### config.mk
export PLATFORM = sky130hd
export DESIGN_NAME = video_shifter
export DESIGN_NICKNAME = d
export VERILOG_FILES = /design/src/hw/shifter_pkg.sv /design/src/hw/shifter_regs.sv /design/src/hw/raster_timing.sv /design/src/hw/word_fetch.sv /design/src/hw/plane_shifter.sv /design/src/hw/palette_out.sv /design/src/hw/video_shifter.sv
export SDC_FILE = /design/constraint.sdc
export NUM_CORES = 1
export LEC_CHECK = 0
export BUFFER_PORTS_ARGS = -buffer_cell sky130_fd_sc_hd__buf_2
export CELL_PAD_IN_SITES_DETAIL_PLACEMENT = 0
export CELL_PAD_IN_SITES_GLOBAL_PLACEMENT = 1
export CORE_UTILIZATION = 30
export CTS_CLUSTER_DIAMETER = 80
export CTS_CLUSTER_SIZE = 12
export DETAILED_ROUTE_END_ITERATION = 12
export GPL_TIMING_DRIVEN = 0
export PLACE_DENSITY = 0.55
export REMOVE_ABC_BUFFERS = 1
export SYNTH_ARGS = -nofsm -noshare
export SYNTH_HDL_FRONTEND = slang
export SYNTH_SLANG_ARGS = --single-unit
### constraint.sdc
create_clock -name clk -period 12.1 [get_ports clk]
set_input_delay 2.42 -clock clk [delete_from_list [all_inputs] [get_ports clk]]
set_output_delay 2.42 -clock clk [all_outputs]
set_load 0.01 [all_outputs]
### src/hw/shifter_pkg.sv
/*
 * Shared types and constants of the video shifter.
 * Every RTL block and the testbench import this package with a wildcard import.
 * Holds the mode encoding, colour and bus structs, and the power-up palette.
 */
`default_nettype none

package shifter_pkg;

  // screen modes, value 3 is treated as mono everywhere
  typedef enum logic [1:0] {
    MODE_LOW  = 2'd0,
    MODE_MED  = 2'd1,
    MODE_MONO = 2'd2
  } shmode_t;

  // 3 bits per channel, as in the palette registers
  typedef struct packed {
    logic [2:0] r;
    logic [2:0] g;
    logic [2:0] b;
  } rgb_t;

  typedef rgb_t [15:0] palette_t;
  typedef logic [3:0]  color_idx_t;

  // video memory word address and data
  typedef logic [22:0] vaddr_t;
  typedef logic [15:0] word_t;

  // one cpu register access, strobes active low
  typedef struct packed {
    logic       sel;
    logic       rw;
    logic [5:0] addr;
    logic       uds;
    logic       lds;
    word_t      din;
  } reg_bus_t;

  // raster position and window flags
  typedef struct packed {
    logic [9:0] hcnt;
    logic [9:0] vcnt;
    logic       de;
    logic       line_end;
    logic       frame_end;
  } raster_t;

  // one low res group, fetch runs this far ahead of display
  localparam int FETCH_LEAD = 32;

  // entry 15 first, each entry written as octal rgb
  localparam palette_t DEFAULT_PALETTE = {
    9'o000, 9'o377, 9'o737, 9'o337,
    9'o773, 9'o373, 9'o733, 9'o333,
    9'o555, 9'o077, 9'o707, 9'o007,
    9'o770, 9'o070, 9'o700, 9'o777
  };

  // register map, word addresses on the cpu side
  localparam logic [5:0] REG_BASE_HI   = 6'h00;
  localparam logic [5:0] REG_BASE_LO   = 6'h01;
  localparam logic [5:0] REG_VADDR_HI  = 6'h02;
  localparam logic [5:0] REG_VADDR_MID = 6'h03;
  localparam logic [5:0] REG_VADDR_LO  = 6'h04;
  localparam logic [5:0] REG_PAL_FIRST = 6'h20;
  localparam logic [5:0] REG_MODE      = 6'h30;

endpackage

`default_nettype wire

### src/hw/shifter_regs.sv
/*
 * CPU side register file of the shifter.
 * Holds video base, written screen mode and the 16 entry palette,
 * honours the byte lane strobes and returns a combinational readback.
 * The active mode follows the written one only at frame end.
 */
`default_nettype none

module shifter_regs import shifter_pkg::*; #(
  parameter vaddr_t  BASE_ADDR    = 23'h8000,
  parameter shmode_t DEFAULT_MODE = MODE_MONO
) (
  input  logic     clk,
  input  logic     ss,
  input  reg_bus_t reg_bus,
  input  vaddr_t   vaddr,
  input  logic     frame_end,
  output word_t    reg_dout,
  output vaddr_t   base_addr,
  output shmode_t  mode,
  output palette_t palette
);

  // base bits 22..7, the low bits are always zero
  logic [15:0] base_q;
  shmode_t     mode_wr;
  logic        wr;
  logic        pal_hit;
  logic [3:0]  pal_idx;

  assign wr      = reg_bus.sel && !reg_bus.rw;
  // 0x20..0x2f
  assign pal_hit = reg_bus.addr[5:4] == REG_PAL_FIRST[5:4];
  assign pal_idx = reg_bus.addr[3:0];

  assign base_addr = {base_q, 7'd0};

  always_ff @(posedge clk or posedge ss) begin
    if (ss) begin
      base_q  <= BASE_ADDR[22:7];
      mode_wr <= DEFAULT_MODE;
      mode    <= DEFAULT_MODE;
      palette <= DEFAULT_PALETTE;
    end else begin
      if (wr && reg_bus.addr == REG_BASE_HI && !reg_bus.lds) begin
        base_q[15:8] <= reg_bus.din[7:0];
      end
      if (wr && reg_bus.addr == REG_BASE_LO && !reg_bus.lds) begin
        base_q[7:0] <= reg_bus.din[7:0];
      end
      if (wr && reg_bus.addr == REG_MODE && !reg_bus.uds) begin
        mode_wr <= shmode_t'(reg_bus.din[9:8]);
      end
      // red on the upper lane, green and blue on the lower
      if (wr && pal_hit && !reg_bus.uds) begin
        palette[pal_idx].r <= reg_bus.din[10:8];
      end
      if (wr && pal_hit && !reg_bus.lds) begin
        palette[pal_idx].g <= reg_bus.din[6:4];
        palette[pal_idx].b <= reg_bus.din[2:0];
      end
      // new mode only between frames
      if (frame_end) begin
        mode <= mode_wr;
      end
    end
  end

  // readback mirrors the write field positions
  always_comb begin
    reg_dout = '0;
    if (reg_bus.sel && reg_bus.rw) begin
      if (pal_hit) begin
        reg_dout[10:8] = palette[pal_idx].r;
        reg_dout[6:4]  = palette[pal_idx].g;
        reg_dout[2:0]  = palette[pal_idx].b;
      end else begin
        case (reg_bus.addr)
          REG_BASE_HI: begin
            if (!reg_bus.lds) reg_dout = {8'h00, base_q[15:8]};
          end
          REG_BASE_LO: begin
            if (!reg_bus.lds) reg_dout = {8'h00, base_q[7:0]};
          end
          REG_VADDR_HI: begin
            if (!reg_bus.lds) reg_dout = {8'h00, vaddr[22:15]};
          end
          REG_VADDR_MID: begin
            if (!reg_bus.lds) reg_dout = {8'h00, vaddr[14:7]};
          end
          // byte address view of the low word bits
          REG_VADDR_LO: begin
            if (!reg_bus.lds) reg_dout = {8'h00, vaddr[6:0], 1'b0};
          end
          REG_MODE: begin
            if (!reg_bus.uds) reg_dout = {6'h00, mode_wr, 8'h00};
          end
          default: reg_dout = '0;
        endcase
      end
    end
  end

endmodule

`default_nettype wire

### src/hw/raster_timing.sv
/*
 * Raster timing generator.
 * Counts pixels and lines, opens the display window FETCH_LEAD clocks
 * behind the fetch window, and gives sync levels and end pulses.
 */
`default_nettype none

module raster_timing import shifter_pkg::*; #(
  parameter int H_ACT = 640,
  parameter int H_FP  = 24,
  parameter int H_S   = 40,
  parameter int H_BP  = 128,
  parameter int V_ACT = 400,
  parameter int V_FP  = 55,
  parameter int V_S   = 3,
  parameter int V_BP  = 73
) (
  input  logic    clk,
  input  logic    ss,
  output raster_t raster,
  output logic    hs_raw,
  output logic    vs_raw
);

  localparam int H_TOT = H_ACT + H_FP + H_S + H_BP;
  localparam int V_TOT = V_ACT + V_FP + V_S + V_BP;
  localparam logic [9:0] H_LAST   = 10'(H_TOT - 1);
  localparam logic [9:0] V_LAST   = 10'(V_TOT - 1);
  // hsync follows the shown pixels, so it may wrap past the line end
  localparam logic [9:0] HS_START = 10'((FETCH_LEAD + H_ACT + H_FP) % H_TOT);
  localparam logic [9:0] HS_STOP  = 10'((FETCH_LEAD + H_ACT + H_FP + H_S) % H_TOT);
  localparam logic [9:0] VS_START = 10'(V_ACT + V_FP);
  localparam logic [9:0] VS_STOP  = 10'(V_ACT + V_FP + V_S);

  logic [9:0]            hcnt;
  logic [9:0]            vcnt;
  logic                  line_end;
  logic                  frame_end;
  logic                  fetch_win;
  logic                  hs_now;
  logic                  vs_now;
  // display window is the fetch window seen FETCH_LEAD clocks later
  logic [FETCH_LEAD-1:0] win_dly;

  assign line_end  = hcnt == H_LAST;
  assign frame_end = line_end && vcnt == V_LAST;
  assign fetch_win = hcnt < 10'(H_ACT) && vcnt < 10'(V_ACT);

  assign hs_now = (HS_START < HS_STOP) ? (hcnt >= HS_START && hcnt < HS_STOP)
                                       : (hcnt >= HS_START || hcnt < HS_STOP);
  assign vs_now = vcnt >= VS_START && vcnt < VS_STOP;

  always_ff @(posedge clk or posedge ss) begin
    if (ss) begin
      hcnt    <= '0;
      vcnt    <= '0;
      win_dly <= '0;
      hs_raw  <= 1'b0;
      vs_raw  <= 1'b0;
    end else begin
      hcnt <= line_end ? 10'd0 : hcnt + 10'd1;
      if (frame_end) begin
        vcnt <= '0;
      end else if (line_end) begin
        vcnt <= vcnt + 10'd1;
      end
      win_dly <= {win_dly[FETCH_LEAD-2:0], fetch_win};
      // one stage to line up with the plane shifter output
      hs_raw <= hs_now;
      vs_raw <= vs_now;
    end
  end

  assign raster = '{
    hcnt:      hcnt,
    vcnt:      vcnt,
    de:        win_dly[FETCH_LEAD-1],
    line_end:  line_end,
    frame_end: frame_end
  };

endmodule

`default_nettype wire

### src/hw/word_fetch.sv
/*
 * Bit plane word fetcher.
 * Issues one read strobe per word at the start of each group, steps the
 * video address and files returned words into two group banks, so that
 * the shifter always finds the group it is about to show.
 */
`default_nettype none

module word_fetch import shifter_pkg::*; #(
  parameter int H_ACT = 640,
  parameter int V_ACT = 400
) (
  input  logic        clk,
  input  logic        ss,
  input  raster_t     raster,
  input  shmode_t     mode,
  input  vaddr_t      base_addr,
  input  word_t       data,
  output logic        read,
  output vaddr_t      vaddr,
  output word_t [3:0] group
);

  logic        low;
  logic        med;
  logic        fetch_win;
  logic [4:0]  grp_pos;
  logic [4:0]  last_read;
  logic        want;
  // request side, registered with the strobe
  logic [1:0]  req_slot;
  logic        req_bank;
  // data return side, one cycle after the strobe
  logic        cap;
  logic [1:0]  cap_slot;
  logic        cap_bank;
  logic        fill_bank;
  logic        show_bank;
  logic [9:0]  disp_pos;
  logic        load;
  logic        restart;
  word_t [3:0] bank_buf [2];

  assign low = mode == MODE_LOW;
  assign med = mode == MODE_MED;

  // groups are aligned to hcnt, 32 clocks in low, 16 otherwise
  assign fetch_win = raster.hcnt < 10'(H_ACT) && raster.vcnt < 10'(V_ACT);
  assign grp_pos   = low ? raster.hcnt[4:0] : {1'b0, raster.hcnt[3:0]};
  assign last_read = low ? 5'd3 : (med ? 5'd1 : 5'd0);
  assign want      = fetch_win && grp_pos <= last_read;

  // same load points as the plane shifter, counted over de
  assign load = raster.de && (low ? disp_pos[4:0] == 5'd0 : disp_pos[3:0] == 4'd0);

  always_ff @(posedge clk or posedge ss) begin
    if (ss) begin
      read      <= 1'b0;
      req_slot  <= '0;
      req_bank  <= 1'b0;
      cap       <= 1'b0;
      cap_slot  <= '0;
      cap_bank  <= 1'b0;
      fill_bank <= 1'b0;
      show_bank <= 1'b0;
      disp_pos  <= '0;
      restart   <= 1'b1;
    end else begin
      restart  <= 1'b0;
      read     <= want;
      req_slot <= grp_pos[1:0];
      req_bank <= fill_bank;
      cap      <= read;
      cap_slot <= req_slot;
      cap_bank <= req_bank;
      disp_pos <= raster.de ? disp_pos + 10'd1 : 10'd0;
      if (raster.frame_end) begin
        // nothing is in flight between frames
        fill_bank <= 1'b0;
        show_bank <= 1'b0;
      end else begin
        // last read of a group moves fetch to the other bank
        if (want && grp_pos == last_read) begin
          fill_bank <= !fill_bank;
        end
        if (load) begin
          show_bank <= !show_bank;
        end
      end
    end
  end

  // address counter, reloaded after reset and at each frame end
  always_ff @(posedge clk) begin
    if (restart || raster.frame_end) begin
      vaddr <= base_addr;
    end else if (read) begin
      vaddr <= vaddr + 23'd1;
    end
  end

  // memory answers one cycle after the strobe
  always_ff @(posedge clk) begin
    if (cap) begin
      bank_buf[cap_bank][cap_slot] <= data;
    end
  end

  assign group = bank_buf[show_bank];

endmodule

`default_nettype wire

### src/hw/plane_shifter.sv
/*
 * Plane shift registers.
 * Loads a group of plane words at each group start inside the display
 * window and shifts them out MSB first as 4 bit colour indexes.
 * Low res holds each pixel for two clocks.
 */
`default_nettype none

module plane_shifter import shifter_pkg::*; (
  input  logic        clk,
  input  logic        ss,
  input  raster_t     raster,
  input  shmode_t     mode,
  input  word_t [3:0] group,
  output color_idx_t  index,
  output logic        de_pix
);

  logic        low;
  logic        med;
  // pixel position inside the current display line
  logic [9:0]  pos;
  logic        load;
  logic        step;
  word_t [3:0] plane;

  assign low = mode == MODE_LOW;
  assign med = mode == MODE_MED;

  // new group every 32 pixels in low, every 16 in mono and medium
  assign load = raster.de && (low ? pos[4:0] == 5'd0 : pos[3:0] == 4'd0);
  // low res shifts on even positions only
  assign step = raster.de && (!low || !pos[0]);

  always_ff @(posedge clk or posedge ss) begin
    if (ss) begin
      pos    <= '0;
      de_pix <= 1'b0;
    end else begin
      pos    <= raster.de ? pos + 10'd1 : 10'd0;
      de_pix <= raster.de;
    end
  end

  always_ff @(posedge clk) begin
    if (load) begin
      plane[0] <= group[0];
      // planes a mode does not use stay zero
      plane[1] <= (low || med) ? group[1] : '0;
      plane[2] <= low ? group[2] : '0;
      plane[3] <= low ? group[3] : '0;
    end else if (step) begin
      plane[0] <= {plane[0][14:0], 1'b0};
      plane[1] <= {plane[1][14:0], 1'b0};
      plane[2] <= {plane[2][14:0], 1'b0};
      plane[3] <= {plane[3][14:0], 1'b0};
    end
  end

  // plane 0 is the index lsb
  assign index = {plane[3][15], plane[2][15], plane[1][15], plane[0][15]};

endmodule

`default_nettype wire

### src/hw/palette_out.sv
/*
 * Palette output stage.
 * Maps colour indexes through the palette, or to black and white in mono,
 * fills the border and registers colour, display enable and active low syncs.
 */
`default_nettype none

module palette_out import shifter_pkg::*; (
  input  logic       clk,
  input  logic       ss,
  input  color_idx_t index,
  input  logic       de_pix,
  input  shmode_t    mode,
  input  palette_t   palette,
  input  logic       hs_raw,
  input  logic       vs_raw,
  output rgb_t       rgb,
  output logic       de,
  output logic       hs,
  output logic       vs
);

  logic mono;
  logic mono_bit;
  rgb_t pix;

  // mode 3 falls into mono
  assign mono     = !(mode == MODE_LOW || mode == MODE_MED);
  // entry 0 blue lsb inverts the mono picture
  assign mono_bit = index[0] ^ palette[0].b[0];

  always_comb begin
    if (mono) begin
      // mono border is black
      pix = (de_pix && mono_bit) ? '{r: 3'd7, g: 3'd7, b: 3'd7} : '0;
    end else begin
      pix = de_pix ? palette[index] : palette[0];
    end
  end

  always_ff @(posedge clk or posedge ss) begin
    if (ss) begin
      rgb <= '0;
      de  <= 1'b0;
      hs  <= 1'b1;
      vs  <= 1'b1;
    end else begin
      rgb <= pix;
      de  <= de_pix;
      hs  <= !hs_raw;
      vs  <= !vs_raw;
    end
  end

endmodule

`default_nettype wire

### src/hw/video_shifter.sv
/*
 * Top level of the video shifter pixel path.
 * Sets the raster geometry and reset defaults and chains register file,
 * timing, fetcher, plane shifter and palette stage on one pixel clock.
 * H_ACT must be a multiple of 32.
 */
`default_nettype none

module video_shifter import shifter_pkg::*; #(
  parameter int      H_ACT        = 640,
  parameter int      H_FP         = 24,
  parameter int      H_S          = 40,
  parameter int      H_BP         = 128,
  parameter int      V_ACT        = 400,
  parameter int      V_FP         = 55,
  parameter int      V_S          = 3,
  parameter int      V_BP         = 73,
  parameter vaddr_t  BASE_ADDR    = 23'h8000,
  parameter shmode_t DEFAULT_MODE = MODE_MONO
) (
  input  logic     clk,
  input  logic     ss,
  // cpu registers
  input  reg_bus_t reg_bus,
  output word_t    reg_dout,
  // video memory
  output logic     read,
  output vaddr_t   vaddr,
  input  word_t    data,
  // screen
  output rgb_t     rgb,
  output logic     hs,
  output logic     vs,
  output logic     de
);

  raster_t     raster;
  logic        hs_raw;
  logic        vs_raw;
  shmode_t     mode;
  vaddr_t      base_addr;
  palette_t    palette;
  word_t [3:0] group;
  color_idx_t  index;
  logic        de_pix;

  shifter_regs #(
    .BASE_ADDR    (BASE_ADDR),
    .DEFAULT_MODE (DEFAULT_MODE)
  ) u_regs (
    .clk       (clk),
    .ss        (ss),
    .reg_bus   (reg_bus),
    .vaddr     (vaddr),
    .frame_end (raster.frame_end),
    .reg_dout  (reg_dout),
    .base_addr (base_addr),
    .mode      (mode),
    .palette   (palette)
  );

  raster_timing #(
    .H_ACT (H_ACT), .H_FP (H_FP), .H_S (H_S), .H_BP (H_BP),
    .V_ACT (V_ACT), .V_FP (V_FP), .V_S (V_S), .V_BP (V_BP)
  ) u_timing (
    .clk    (clk),
    .ss     (ss),
    .raster (raster),
    .hs_raw (hs_raw),
    .vs_raw (vs_raw)
  );

  word_fetch #(
    .H_ACT (H_ACT),
    .V_ACT (V_ACT)
  ) u_fetch (
    .clk       (clk),
    .ss        (ss),
    .raster    (raster),
    .mode      (mode),
    .base_addr (base_addr),
    .data      (data),
    .read      (read),
    .vaddr     (vaddr),
    .group     (group)
  );

  plane_shifter u_shifter (
    .clk    (clk),
    .ss     (ss),
    .raster (raster),
    .mode   (mode),
    .group  (group),
    .index  (index),
    .de_pix (de_pix)
  );

  palette_out u_out (
    .clk     (clk),
    .ss      (ss),
    .index   (index),
    .de_pix  (de_pix),
    .mode    (mode),
    .palette (palette),
    .hs_raw  (hs_raw),
    .vs_raw  (vs_raw),
    .rgb     (rgb),
    .de      (de),
    .hs      (hs),
    .vs      (vs)
  );

endmodule

`default_nettype wire

# Yosys cells after proc, flatten, opt, wreduce, memory -nomap -nowiden
# Memory sizes are Yosys's and may differ from the RTL's.
# Cells that the tools add are included.
[totals] register_bits=349 ramBits=128 inputBits=44 out_inout_bits=52 n_memories=1
[classes] addsub=5 n_lt_le_gt_ge=12 eq_ne=10 n_mux=57 n_bitwise=1 n_reduce_logical=46
[mem_list] name="u_fetch.bank_buf" words=2 word_bits=64 rd=1 rd_clocked_by_memory_dff=0 wr=1 line="word_fetch.sv:42" rtl="word_t [3:0] bank_buf [2];"
[ops] op="bitwise mux 144 bit" n=3
[ops] op="two-way mux 144 bit" n=2
[ops] op="two-way mux 64 bit" n=3
[ops] op="demux 9 bit (select 4 bit)" n=3
[ops] op="case mux 16 bit (6 select lines)" n=1
[ops] op="two-way mux 16 bit" n=5
[ops] op="binary-select mux 9 bit (select 4 bit)" n=2
[ops] op="two-way mux 10 bit" n=6
[ops] op="two-way mux 9 bit" n=6
[ops] op="two-way mux 23 bit" n=2
[ops] op="adder 10 x 1 -> 10 bit (second input constant)" n=4
[ops] op="two-way mux 8 bit" n=5
[ops] op="demux 16 bit (select 2 bit)" n=1
[ops] op="adder 23 x 1 -> 23 bit (second input constant)" n=1
[ops] op="logical AND 1 bit" n=23
[ops] op="== test 10 bit (second input constant)" n=2
[ops] op="less-than comparator 10 bit (second input constant)" n=2
[ops] op="less-than comparator 10 x 9 -> 1 bit (second input constant)" n=2
[ops] op="two-way mux 5 bit" n=3
[ops] op="== test 6 x 2 -> 1 bit (second input constant)" n=2
[ops] op="two-way mux 3 bit" n=4
[ops] op=">= comparator 10 bit (second input constant)" n=1
[ops] op=">= comparator 10 x 9 -> 1 bit (second input constant)" n=1
[ops] op="logical NOT 5 bit" n=2
[ops] op="other kinds (20)" n=45

# Longest topological paths before layout
# Gate-level depths: netlist of the first run.
[depth] ltp_word=9 mapped_depth=8 depth_no_buf=7

# Hierarchy
# A second synthesis of the first run with hierarchy kept.
[unflattened] hier_cells=1441 hier_area_um2=21927.3
[modules_own_cells] mod="shifter_regs" instances=1 cells_per_inst=560 area_per_inst_um2=8215.4
[modules_own_cells] mod="word_fetch" instances=1 cells_per_inst=428 area_per_inst_um2=6842.8
[modules_own_cells] mod="plane_shifter" instances=1 cells_per_inst=185 area_per_inst_um2=3124.2
[modules_own_cells] mod="raster_timing" instances=1 cells_per_inst=152 area_per_inst_um2=2028.2
[modules_own_cells] mod="palette_out" instances=1 cells_per_inst=116 area_per_inst_um2=1716.6

# Worst setup path before layout of the first run
# No wires, ideal clock.
[synth_path] path_kind="in2out" startpoint="input reg_bus[19] (netlist name)" endpoint="output reg_dout[1]" arrival_ps=3895 required_ps=9680 path_slack_ps=5785 stages=6 cell_sequence="buf_4 -> buf_2 -> mux4_2 -> mux2_2 -> a21oi_1 -> o21ai_0"
[synth_via] elab_chain_len=4 elab_cells_between_ends=11 cone_classes="eq/ne (5); mux (5); reduce/logical (1)"
[synth_lines] element="from (decl)" line="video_shifter.sv:24" rtl="input reg_bus_t reg_bus,"
[synth_lines] element="binary-select mux 9 bit (select 4 bit) (tied with other cells)" line="shifter_regs.sv:76" rtl="reg_dout[2:0] = palette[pal_idx].b;"
[synth_lines] element="two-way mux 9 bit or case mux 16 bit (6 select lines) (tied branches)"
[synth_lines] element="two-way mux 3 bit (*)" line="shifter_regs.sv:73" rtl="if (pal_hit) begin"
[synth_lines] element="two-way mux 16 bit (*)" line="shifter_regs.sv:72" rtl="if (reg_bus.sel && reg_bus.rw) begin"
[synth_lines] element="to (decl)" line="video_shifter.sv:25" rtl="output word_t reg_dout,"
# Every way passes the cells marked *; elsewhere a longest branch is shown, timed or not. The select of a mux whose other input is x is not followed.

# Worst setup path after layout of the first run
[layout_path] startpoint="input reg_bus[20] (netlist name)" endpoint="output reg_dout[1]"
# The elaborated chain is that of the path after synthesis.

==> results.md, run 1 <==
- The run finished with clean final reports.
- The fraction of final layout cells sized beyond drive strength 1 is 0.360.
- The average instance in the mapped netlist occupies 14.8 um^2.
- The vertical die dimension is 265 um.
- The post-synthesis instance total is 1,401.
- The type of origin of the critical path is a primary input.
- The number of vias per cell is 4.86.
- The final hold violation count is 0.
- The largest vdd supply drop is 101 uV.
- The wire length per cell after detailed routing is 20.7 um.
- In this run the tool buffered the top-level ports with 85 buffer cells.
- The total count of max-transition violations in the final report was 0.
- The setup path with the least slack is of type primary input to output pin.
- The min-delay analysis places its worst path in the category flip-flop to flip-flop.
- After filler insertion, the fill cell instance count of the layout stands at 6,611.
- The critical path capture point type is an output pin.
- The area share of the largest cell type after synthesis is 0.301.
- Summing all multi-input logic gate instances after layout gives 0.00760 mm^2.
- After detailed routing, the total wire length is 50,800 um.
- The first TritonRoute pass finished after 5 iterations.
- The finished cells cover 0.0240 mm^2.
- After synthesis, the cell types taking the most area are sky130_fd_sc_hd__edfxtp_1, sky130_fd_sc_hd__dfrtp_1, sky130_fd_sc_hd__dfstp_2.
- The final layout net count is 1,538.
- The number of vias in the routed layout is 11,900.
- In this run, the number of DRC markers left after iteration 0 of detailed routing was 756.
- Synthesis inferred 467 register bits.
- The number of sinks driven by the clock tree is 467.
- The sequential-to-total area share from yosys stat is 0.617.
- Setup repair after global routing left no endpoint under its margin.
- The full die area is 0.0703 mm^2.
- The level count of the clock H-tree is 2.
- The slew at the pin with the worst max-slew slack is 1360 ps.
- In this run the post-CTS setup repair buffer count came out at 0.
- TritonCTS built the clock tree.
- The compound-cell area share of the yosys netlist is 0.0412.
- The initial antenna violation count was 3.
- After clock tree synthesis, the flow added hold-fix buffers numbering 0.
- The last weighted congestion value of the routability-driven placer is 0.762.
- After clock tree synthesis, the repair step resized 0 gates.
- The total routing resource utilization after global routing is 0.146.
- Compared with the post-synthesis result, the final layout area differs by 15.3%.
- The remaining global-route overflow is 0.
- sky130_fd_sc_hd__edfxtp_1 takes more of the synthesized area than any other cell.
- The clock-pin slew on the worst setup and hold paths is 60 ps.
- The global-route wire length before repair is 78,800 um.
- In this run the power density over the cells is 136 mW/mm^2.
- The via count of the first global-routing pass was 12,500.
- The initial utilization of the core area, before any placement, comes to 0.303.
- The core area is 0.0686 mm^2.
- Dividing the final minimum period by the clock period gives 0.638.
- The worst slew margin relative to its limit is 0.0936.
- The floorplan row count is 96.
- The total I/O pin count is 96.
- The CTS buffer count is 46.
- For this run, the leading register cell type out of synthesis is sky130_fd_sc_hd__edfxtp_1.
- For this run, the number of Yosys warnings is 0.
- The mapped netlist covers 0.0208 mm^2.
- The cell with the most instances after synthesis is sky130_fd_sc_hd__edfxtp_1.
- Once detail routing completed, the nets flagged for antenna violations numbered 0.
- Of the total synthesized cell area, the portion taken by XOR and XNOR cells is 0.0185.
- The number of flops mapped to enable cells by yosys is 208.
- For the worst setup path, the data required time is 9680 ps.
- The count of max-cap constraint violations is 0.
- The adder-cell area share of the yosys netlist is 0.00602.
- The worst hold margin is 334 ps.
- Of all nets on the critical path, the largest fanout is 35.
- For the worst flop-to-flop path, the logic depth is 5.
- Clock skew on the completed layout was measured at 52.9 ps.
- The worst-skew pair later-pin latency is 610 ps.
- After detailed routing, the number of remaining DRC violations is 0.
- The cell sitting at the root of the clock tree is a sky130_fd_sc_hd__clkbuf_16.
- By area, the combinational part of the netlist is dominated by multiplexers.
- The HPWL reported at the end of detailed placement is 32,300 um.
- The post-synthesis share of cell area spent on and, or, nand and nor gates is 0.0714.
- Counting instances in the post-synthesis netlist gives the leading cell types as sky130_fd_sc_hd__edfxtp_1, sky130_fd_sc_hd__mux2_2, sky130_fd_sc_hd__dfrtp_1.
- The chip width is 265 um.
- The clock period minus worst slack is 7720 ps.
- Setup violations remaining at the end of the flow were counted as 0.
- The maximum number of pins on one net before global-route repair is 106.
- The analysis attributes to cell leakage a power of 9.51 nW.
- The maximum clock insertion buffer count is 3.
- The post-placement cell area is 0.0225 mm^2.
- At the worst endpoint, the arrival time is 5300 ps.
- After synthesis, the netlist uses 66 different library cells.
- Static timing analysis puts the maximum clock frequency at 130 MHz.
- The worst hold path depth is 0.
- The multiplexer share of the synthesized area is 0.225.
- Summing all flip-flop and latch instances after layout gives 0.0128 mm^2.
- The share of async-settable or async-resettable flops after synthesis is 0.540.
-- routing by layer --
layer	vias up	track usage	share of wire
met4	2	0.0400	0.020
met2	240	0.230	0.46
li1	5407	-	-
met3	69	0.0233	0.039
met5	-	0	0.00026
met1	6202	0.209	0.48
-- area by class of cell --
| type | count | area share |
|---|---|---|
| multi-input cells | 844 | 0.317 |
| clock buffers | 79 | 0.0537 |
| well taps | 931 | 0.0486 |
| inverters | 18 | 0.00313 |
| flip-flops and latches | 467 | 0.535 |
| repair buffers | 107 | 0.0360 |
| diodes | 2 | 0.000209 |
| clock inverters | 7 | 0.00590 |
-- where the power goes --
part           switching (mW)  internal, mW  leakage, nW
Sequential             0.0244          1.70         4.89
Combinational          0.0790        0.0637         3.95
Clock                   0.637         0.754        0.674
Total                   0.740          2.51         9.51
-- layout by cell type (no fill, tap or decap), types with 56 or more instances in the layout --
master,netlist,routed
sky130_fd_sc_hd__edfxtp_1,208,208
sky130_fd_sc_hd__o21ai_0,64,64
sky130_fd_sc_hd__mux2i_1,83,83
sky130_fd_sc_hd__dfstp_2,99,99
sky130_fd_sc_hd__nand2_1,122,121
sky130_fd_sc_hd__mux2_2,180,180
sky130_fd_sc_hd__mux4_2,80,80
sky130_fd_sc_hd__buf_2,15,84
sky130_fd_sc_hd__nor2_1,62,56
sky130_fd_sc_hd__dfrtp_1,153,152
-- worst paths after layout --
path                                                start                             end  slack (ps)
max                                           reg_bus[20]                     reg_dout[1]        4380
min                        u_timing.win_dly[30]$_DFF_PP0_  u_timing.win_dly[31]$_DFF_PP0_         330
max reg2reg                    u_timing.hcnt[0]$_DFF_PP0_     u_fetch.vaddr[18]$_DFFE_PP_        8930
min reg2reg                u_timing.win_dly[30]$_DFF_PP0_  u_timing.win_dly[31]$_DFF_PP0_         330
max in group asynchronous                              ss  u_regs.palette[21]$_DFFE_PP1P_        8920
min in group asynchronous                              ss   u_regs.base_q[10]$_DFFE_PP0P_        1850
-- state kept, by name, summed over array words and instances, names as in the netlist, 9 cells and up --
name / count
u_timing.hcnt: 10
u_fetch.vaddr: 23
u_shifter.plane: 60
u_out.rgb: 9
u_regs.base_q: 16
u_timing.win_dly: 32
u_fetch.bank_buf: 128
u_timing.vcnt: 10
u_regs.palette: 144
-- kinds of logic after synthesis --
kind of cell	Yosys count
and+or+nand+nor	301
DFF	467
adders and majority gates	10
buffers and inverters	95
xor gates and xnor gates	44
other	1
AOI/OAI and AO/OA	139
muxes	344
-- critical path, stage by stage --
cell	delay, ps
sky130_fd_sc_hd__buf_2	760
sky130_fd_sc_hd__nand2b_1	430
sky130_fd_sc_hd__nor4b_2	920
sky130_fd_sc_hd__a22oi_1	220
sky130_fd_sc_hd__o21ai_0	310
sky130_fd_sc_hd__buf_2	190
-- stage by stage --
stage               utilization  std cells  TNS (ps)  total power [mW]  worst slack [ps]
global placement          0.321       2345    -44120              1.89              -311
floorplan                     -       1329         0              1.83              2920
finish                    0.349       2455         0              3.25              4380
CTS                       0.349       2453         0              3.31              4300
detailed placement        0.328       2367         0              1.90              4290
global route              0.349       2454         0              3.38              4170
Note: power is estimated with default switching activity, not from simulation.
==> inputs of run 2 (changes only) <==
- ABC_AREA: default -> 1
- PLACE_DENSITY: 0.55 -> 0.58
- clock period: 12.1 -> 7.35 ns (I/O delays scaled with it)
==> results.md, run 2 <==
- The core occupancy in the finished layout is 0.346.
- The number of vias in the routed layout is 16,100.
- The number of vias per cell is 4.80.
- The number of standard cells in the layout, taps in and fillers out is 3,352.
- The met2 routing resource usage after global routing is 0.262.
- The library cell used most frequently in the layout, excluding fill and tap cells, is sky130_fd_sc_hd__nand2_1.
- The tightest min-delay check is of the flip-flop to flip-flop type.
- The highest-delay cell along the critical path is sky130_fd_sc_hd__nor2_2.
- The sequential cell area in the final layout is 0.0128 mm^2.
- The floorplan row count is 97.
- The predominant post-synthesis flop cell is sky130_fd_sc_hd__edfxtp_1.
- Once the clock tree was built, the setup fixing pass inserted 0 buffers.
- The top register by number of flip-flops is u_regs.palette.
- At the pin with the least slew margin, the transition time is 1290 ps.
- Summed over all nets, the switching power comes to 1.28 mW.
- The total count of max-transition violations in the final report is 0.
- For this run, the total global-route usage over all layers was measured as 0.170.
- The endpoint of the worst register-to-register path is u_shifter.plane[58]$_DFFE_PP_.
- Summed over all layers, the global routing overflow is 0.
- The synthesized design contains 208 enable-type register cells.
- The share of async-settable or async-resettable flops after synthesis is 0.540.
- The internal power of the cells totals 4.04 mW.
- The final hold violation count is 0.
- The clock network fraction of total power is 0.418.
- For the final database, setup skew stands at 24.4 ps.
- The fraction of final layout cells sized beyond drive strength 1 is 0.146.
- Leaving out fill and tap cells, the most frequent cells in the layout are sky130_fd_sc_hd__nand2_1, sky130_fd_sc_hd__nor2_1, sky130_fd_sc_hd__edfxtp_1.
- The fraction of power consumed by combinational cells is 0.049.
- The worst register-to-register path begins at u_regs.mode[1]$_DFFE_PP1N_.
- The initial utilization of the core area, before any placement, comes to 0.305.
- The first global-routing pass estimated 96,400 um of wire.
- Of the total power, registers draw 0.533.
- The switching power share of the total is 0.241.
- Dividing total power by cell area gives a power density of 218 mW/mm^2.
- At the worst endpoint, the required time is 5880 ps.
- In the final design database the tool counted 2,430 nets.
- The area occupied by multi-input gates is 0.00775 mm^2.
- The number of failing setup endpoints in the final timing report is 0.
- The TritonCTS clock tree is done.
- The worst setup slack before clock tree synthesis is 1750 ps.
- The via count of the first global-routing pass is 15,700.
- Routability-driven placement finished with a final weighted congestion of 0.815.
- The area growth from synthesis to layout is 13.4%.
- The final-layout fill cell count is 7,237.
- The count of max-cap constraint violations is 0.
- Setup repair after global routing left no endpoint under its margin.
- After legalization and detailed placement, the total HPWL measured 41,400 um.
- In this run the most used layer during global routing was met2.
- Of the synthesized area, sequential elements account for 0.594.
- The largest vdd supply drop is 126 uV.
- The full die area is 0.0730 mm^2.
- The worst hold path endpoint is u_timing.win_dly[18]$_DFF_PP0_.
- The clock period minus worst slack is 5720 ps.
- The flow ran to the end, and the final reports show no timing, DRC or antenna violations.
- The cell leakage power is 10.1 nW.
- The chip width is 270 um.
- For this run, the top clock speed supported by timing is 175 MHz.
- The region available for standard cell placement spans 0.0706 mm^2.
- STA classifies the critical path endpoint as an output pin.
- In the routed design, unresolved DRC markers number 0.
- Of the post-synthesis cell area, the dominant cell type holds 0.290.
- The worst-case reg-to-reg path depth is 6.
- The initial antenna violation count came to 0.
- The maximum clock insertion buffer count is 3.
- At the worst endpoint, the arrival time is 4250 ps.
- The level count of the clock H-tree is 2.
- The tree built by TritonCTS fans out to 467 sinks.
- In the global route stage, met1 resource usage came out at 0.247.
- The number of buffers and inverters on the critical path is 3.
- The total instance count after detailed placement is 3,269.
- Headroom to the max-slew limit came out at 0.137.
- The met3 usage in global routing is 0.0299.
- The kind of critical path is primary input to output pin.
- The post-synthesis instance area is 0.0216 mm^2.
- The number of library cell types mapped by synthesis is 45.
- During synthesis, Yosys emitted a total of 0 warnings.
- The violation count after the first detailed-route iteration is 1,424.
- In the post-synthesis netlist, the cell with the most instances is sky130_fd_sc_hd__nand2_1.
- The count of instances resized after the clock tree is built is 0.
- The family with the most delay on the worst path is simple AND/OR/NAND/NOR gates.
- The register with the most flip-flops in the layout has 144 of them.
- In the final routed layout, each cell accounts on average for 18.5 um.
- The final worst-path setup slack is 1630 ps.
- By count the netlist is led by sky130_fd_sc_hd__nand2_1, sky130_fd_sc_hd__nor2_1, sky130_fd_sc_hd__edfxtp_1.
- The maximum fanout encountered on the critical timing path is 28.
- Port buffering added 85 buffers.
- The number of hold buffers added after CTS was 0.
- The number of antenna-violating nets in the routed design is 0.
- The number of antenna diodes in the final layout is 0.
- The floorplan step set the die height to 270 um.
- Sorting the synthesized cells by area gives the leading types as sky130_fd_sc_hd__edfxtp_1, sky130_fd_sc_hd__dfrtp_1, sky130_fd_sc_hd__nand2_1.
- Entering global routing, the biggest net connects 101 pins.
- In this run, CTS created clock tree buffers numbering 45.
- Synthesis produced 2,318 cells.
- The worst hold path begins at u_timing.win_dly[17]$_DFF_PP0_.
- The root buffer selected by CTS is sky130_fd_sc_hd__clkbuf_16.
- The routed wire length is 62,100 um.
- The largest registers in the layout are u_regs.palette: 144 flops, u_fetch.bank_buf: 128 flops, u_shifter.plane: 60 flops.
- For this run, the detailed router's first-pass iteration total came to 5.
- The signal on the critical path passes through buf_2 > inv_2 > nand2_2 > nor2_2 > nand2_1 > nand3_1 > nor2_1 > nor2_2 > nand3_1 > nand2_1 > buf_2.
- The largest single stage delay on the critical path is 680 ps.
- The worst setup path is launched from a primary input.
- The mean post-synth cell area is 9.30 um^2.
- The later pin in the worst-skew pair is clocked with a latency of 600 ps.
- Clock-pin slew was measured on the worst setup and hold paths at 70 ps.
- The most area-hungry cell type in the Yosys netlist is sky130_fd_sc_hd__edfxtp_1.
- The total I/O pin count is 96.
- The worst hold path depth is 0.
- The count of state elements after synthesis is 467.
- The final worst-path cycle share is 0.778.
- Setup slack on the worst reg-to-reg path comes out at 4140 ps.
==> run 2: cell count changes in the layout (fill, tap and decap cells not counted), sizes merged, moves of 12 or more <==
cell,before,now
o31ai,24,2
inv,19,125
nand3,23,178
nand2,124,736
mux4,80,0
mux2,181,0
o21ai,65,245
o211ai,1,17
and2,14,0
xnor2,23,4
a21oi,12,42
nor2,66,243
or2,3,15
mux2i,83,45
==> run 2: metrics by stage <==
step	power [mW]	setup TNS (ps)	cell area [um^2]	hold WS, ps
4_1_cts	5.40	0	24500	329
6_report	5.32	0	24500	328
5_1_grt	5.54	0	24500	337
3_5_place_dp	3.15	0	23100	335
2_1_floorplan	3.03	-135330	21000	331
3_3_place_gp	3.14	-767220	22600	332
==> run 2: worst max-delay path by stage <==
stage                           start                             end  depth (start not counted)
after floorplan                    ss           u_fetch.cap$_DFF_PP0_                          1
after global routing      reg_bus[18]                     reg_dout[6]                         11
after CTS                 reg_bus[18]                     reg_dout[6]                         11
after global placement             ss  u_regs.palette[24]$_DFFE_PP0P_                          2
after detailed placement  reg_bus[18]                     reg_dout[6]                         11
final                     reg_bus[18]                     reg_dout[5]                         11
==> run 2: kinds of logic after synthesis <==
logic type	Yosys count	share of synthesized area
flops	467	0.594
compound gates	333	0.0854
other cells	1	0.000174
xor+xnor	19	0.00772
buf+inv	231	0.0493
mux	45	0.0209
simple gates	1212	0.237
fa+ha+maj	10	0.00580
==> run 2: area by class of cell <==
class	instances	share of cell area
Clock inverter	4	0.00327
Multi-Input combinational cell	1625	0.317
Sequential cell	467	0.524
Tap cell	940	0.0481
Clock buffer	79	0.0516
Timing Repair Buffer	110	0.0364
Inverter	127	0.0199
==> run 2: worst register-to-register path, cell delays in order (launching register included) <==
cell and delay, ps:
sky130_fd_sc_hd__dfstp_2 500, sky130_fd_sc_hd__nor2_1 460, sky130_fd_sc_hd__inv_2 130, sky130_fd_sc_hd__o21ai_4 540, sky130_fd_sc_hd__inv_2 350, sky130_fd_sc_hd__nand2_2 660
sky130_fd_sc_hd__o21ai_0 270
==> run 2: routing by layer <==
layer	vias up	routed length [um]
met4	0	1090
met2	340	27900
met1	7863	30200
li1	7814	-
met5	-	0
met3	76	2910
==> run 2: power groups by stage <==
stage	clock, mW	sequential, mW	combinational [mW]
global route	2.40	2.84	0.298
floorplan	0	2.87	0.158
global placement	0	2.88	0.257
finish	2.22	2.84	0.262
CTS	2.29	2.84	0.266
detailed placement	0	2.89	0.265
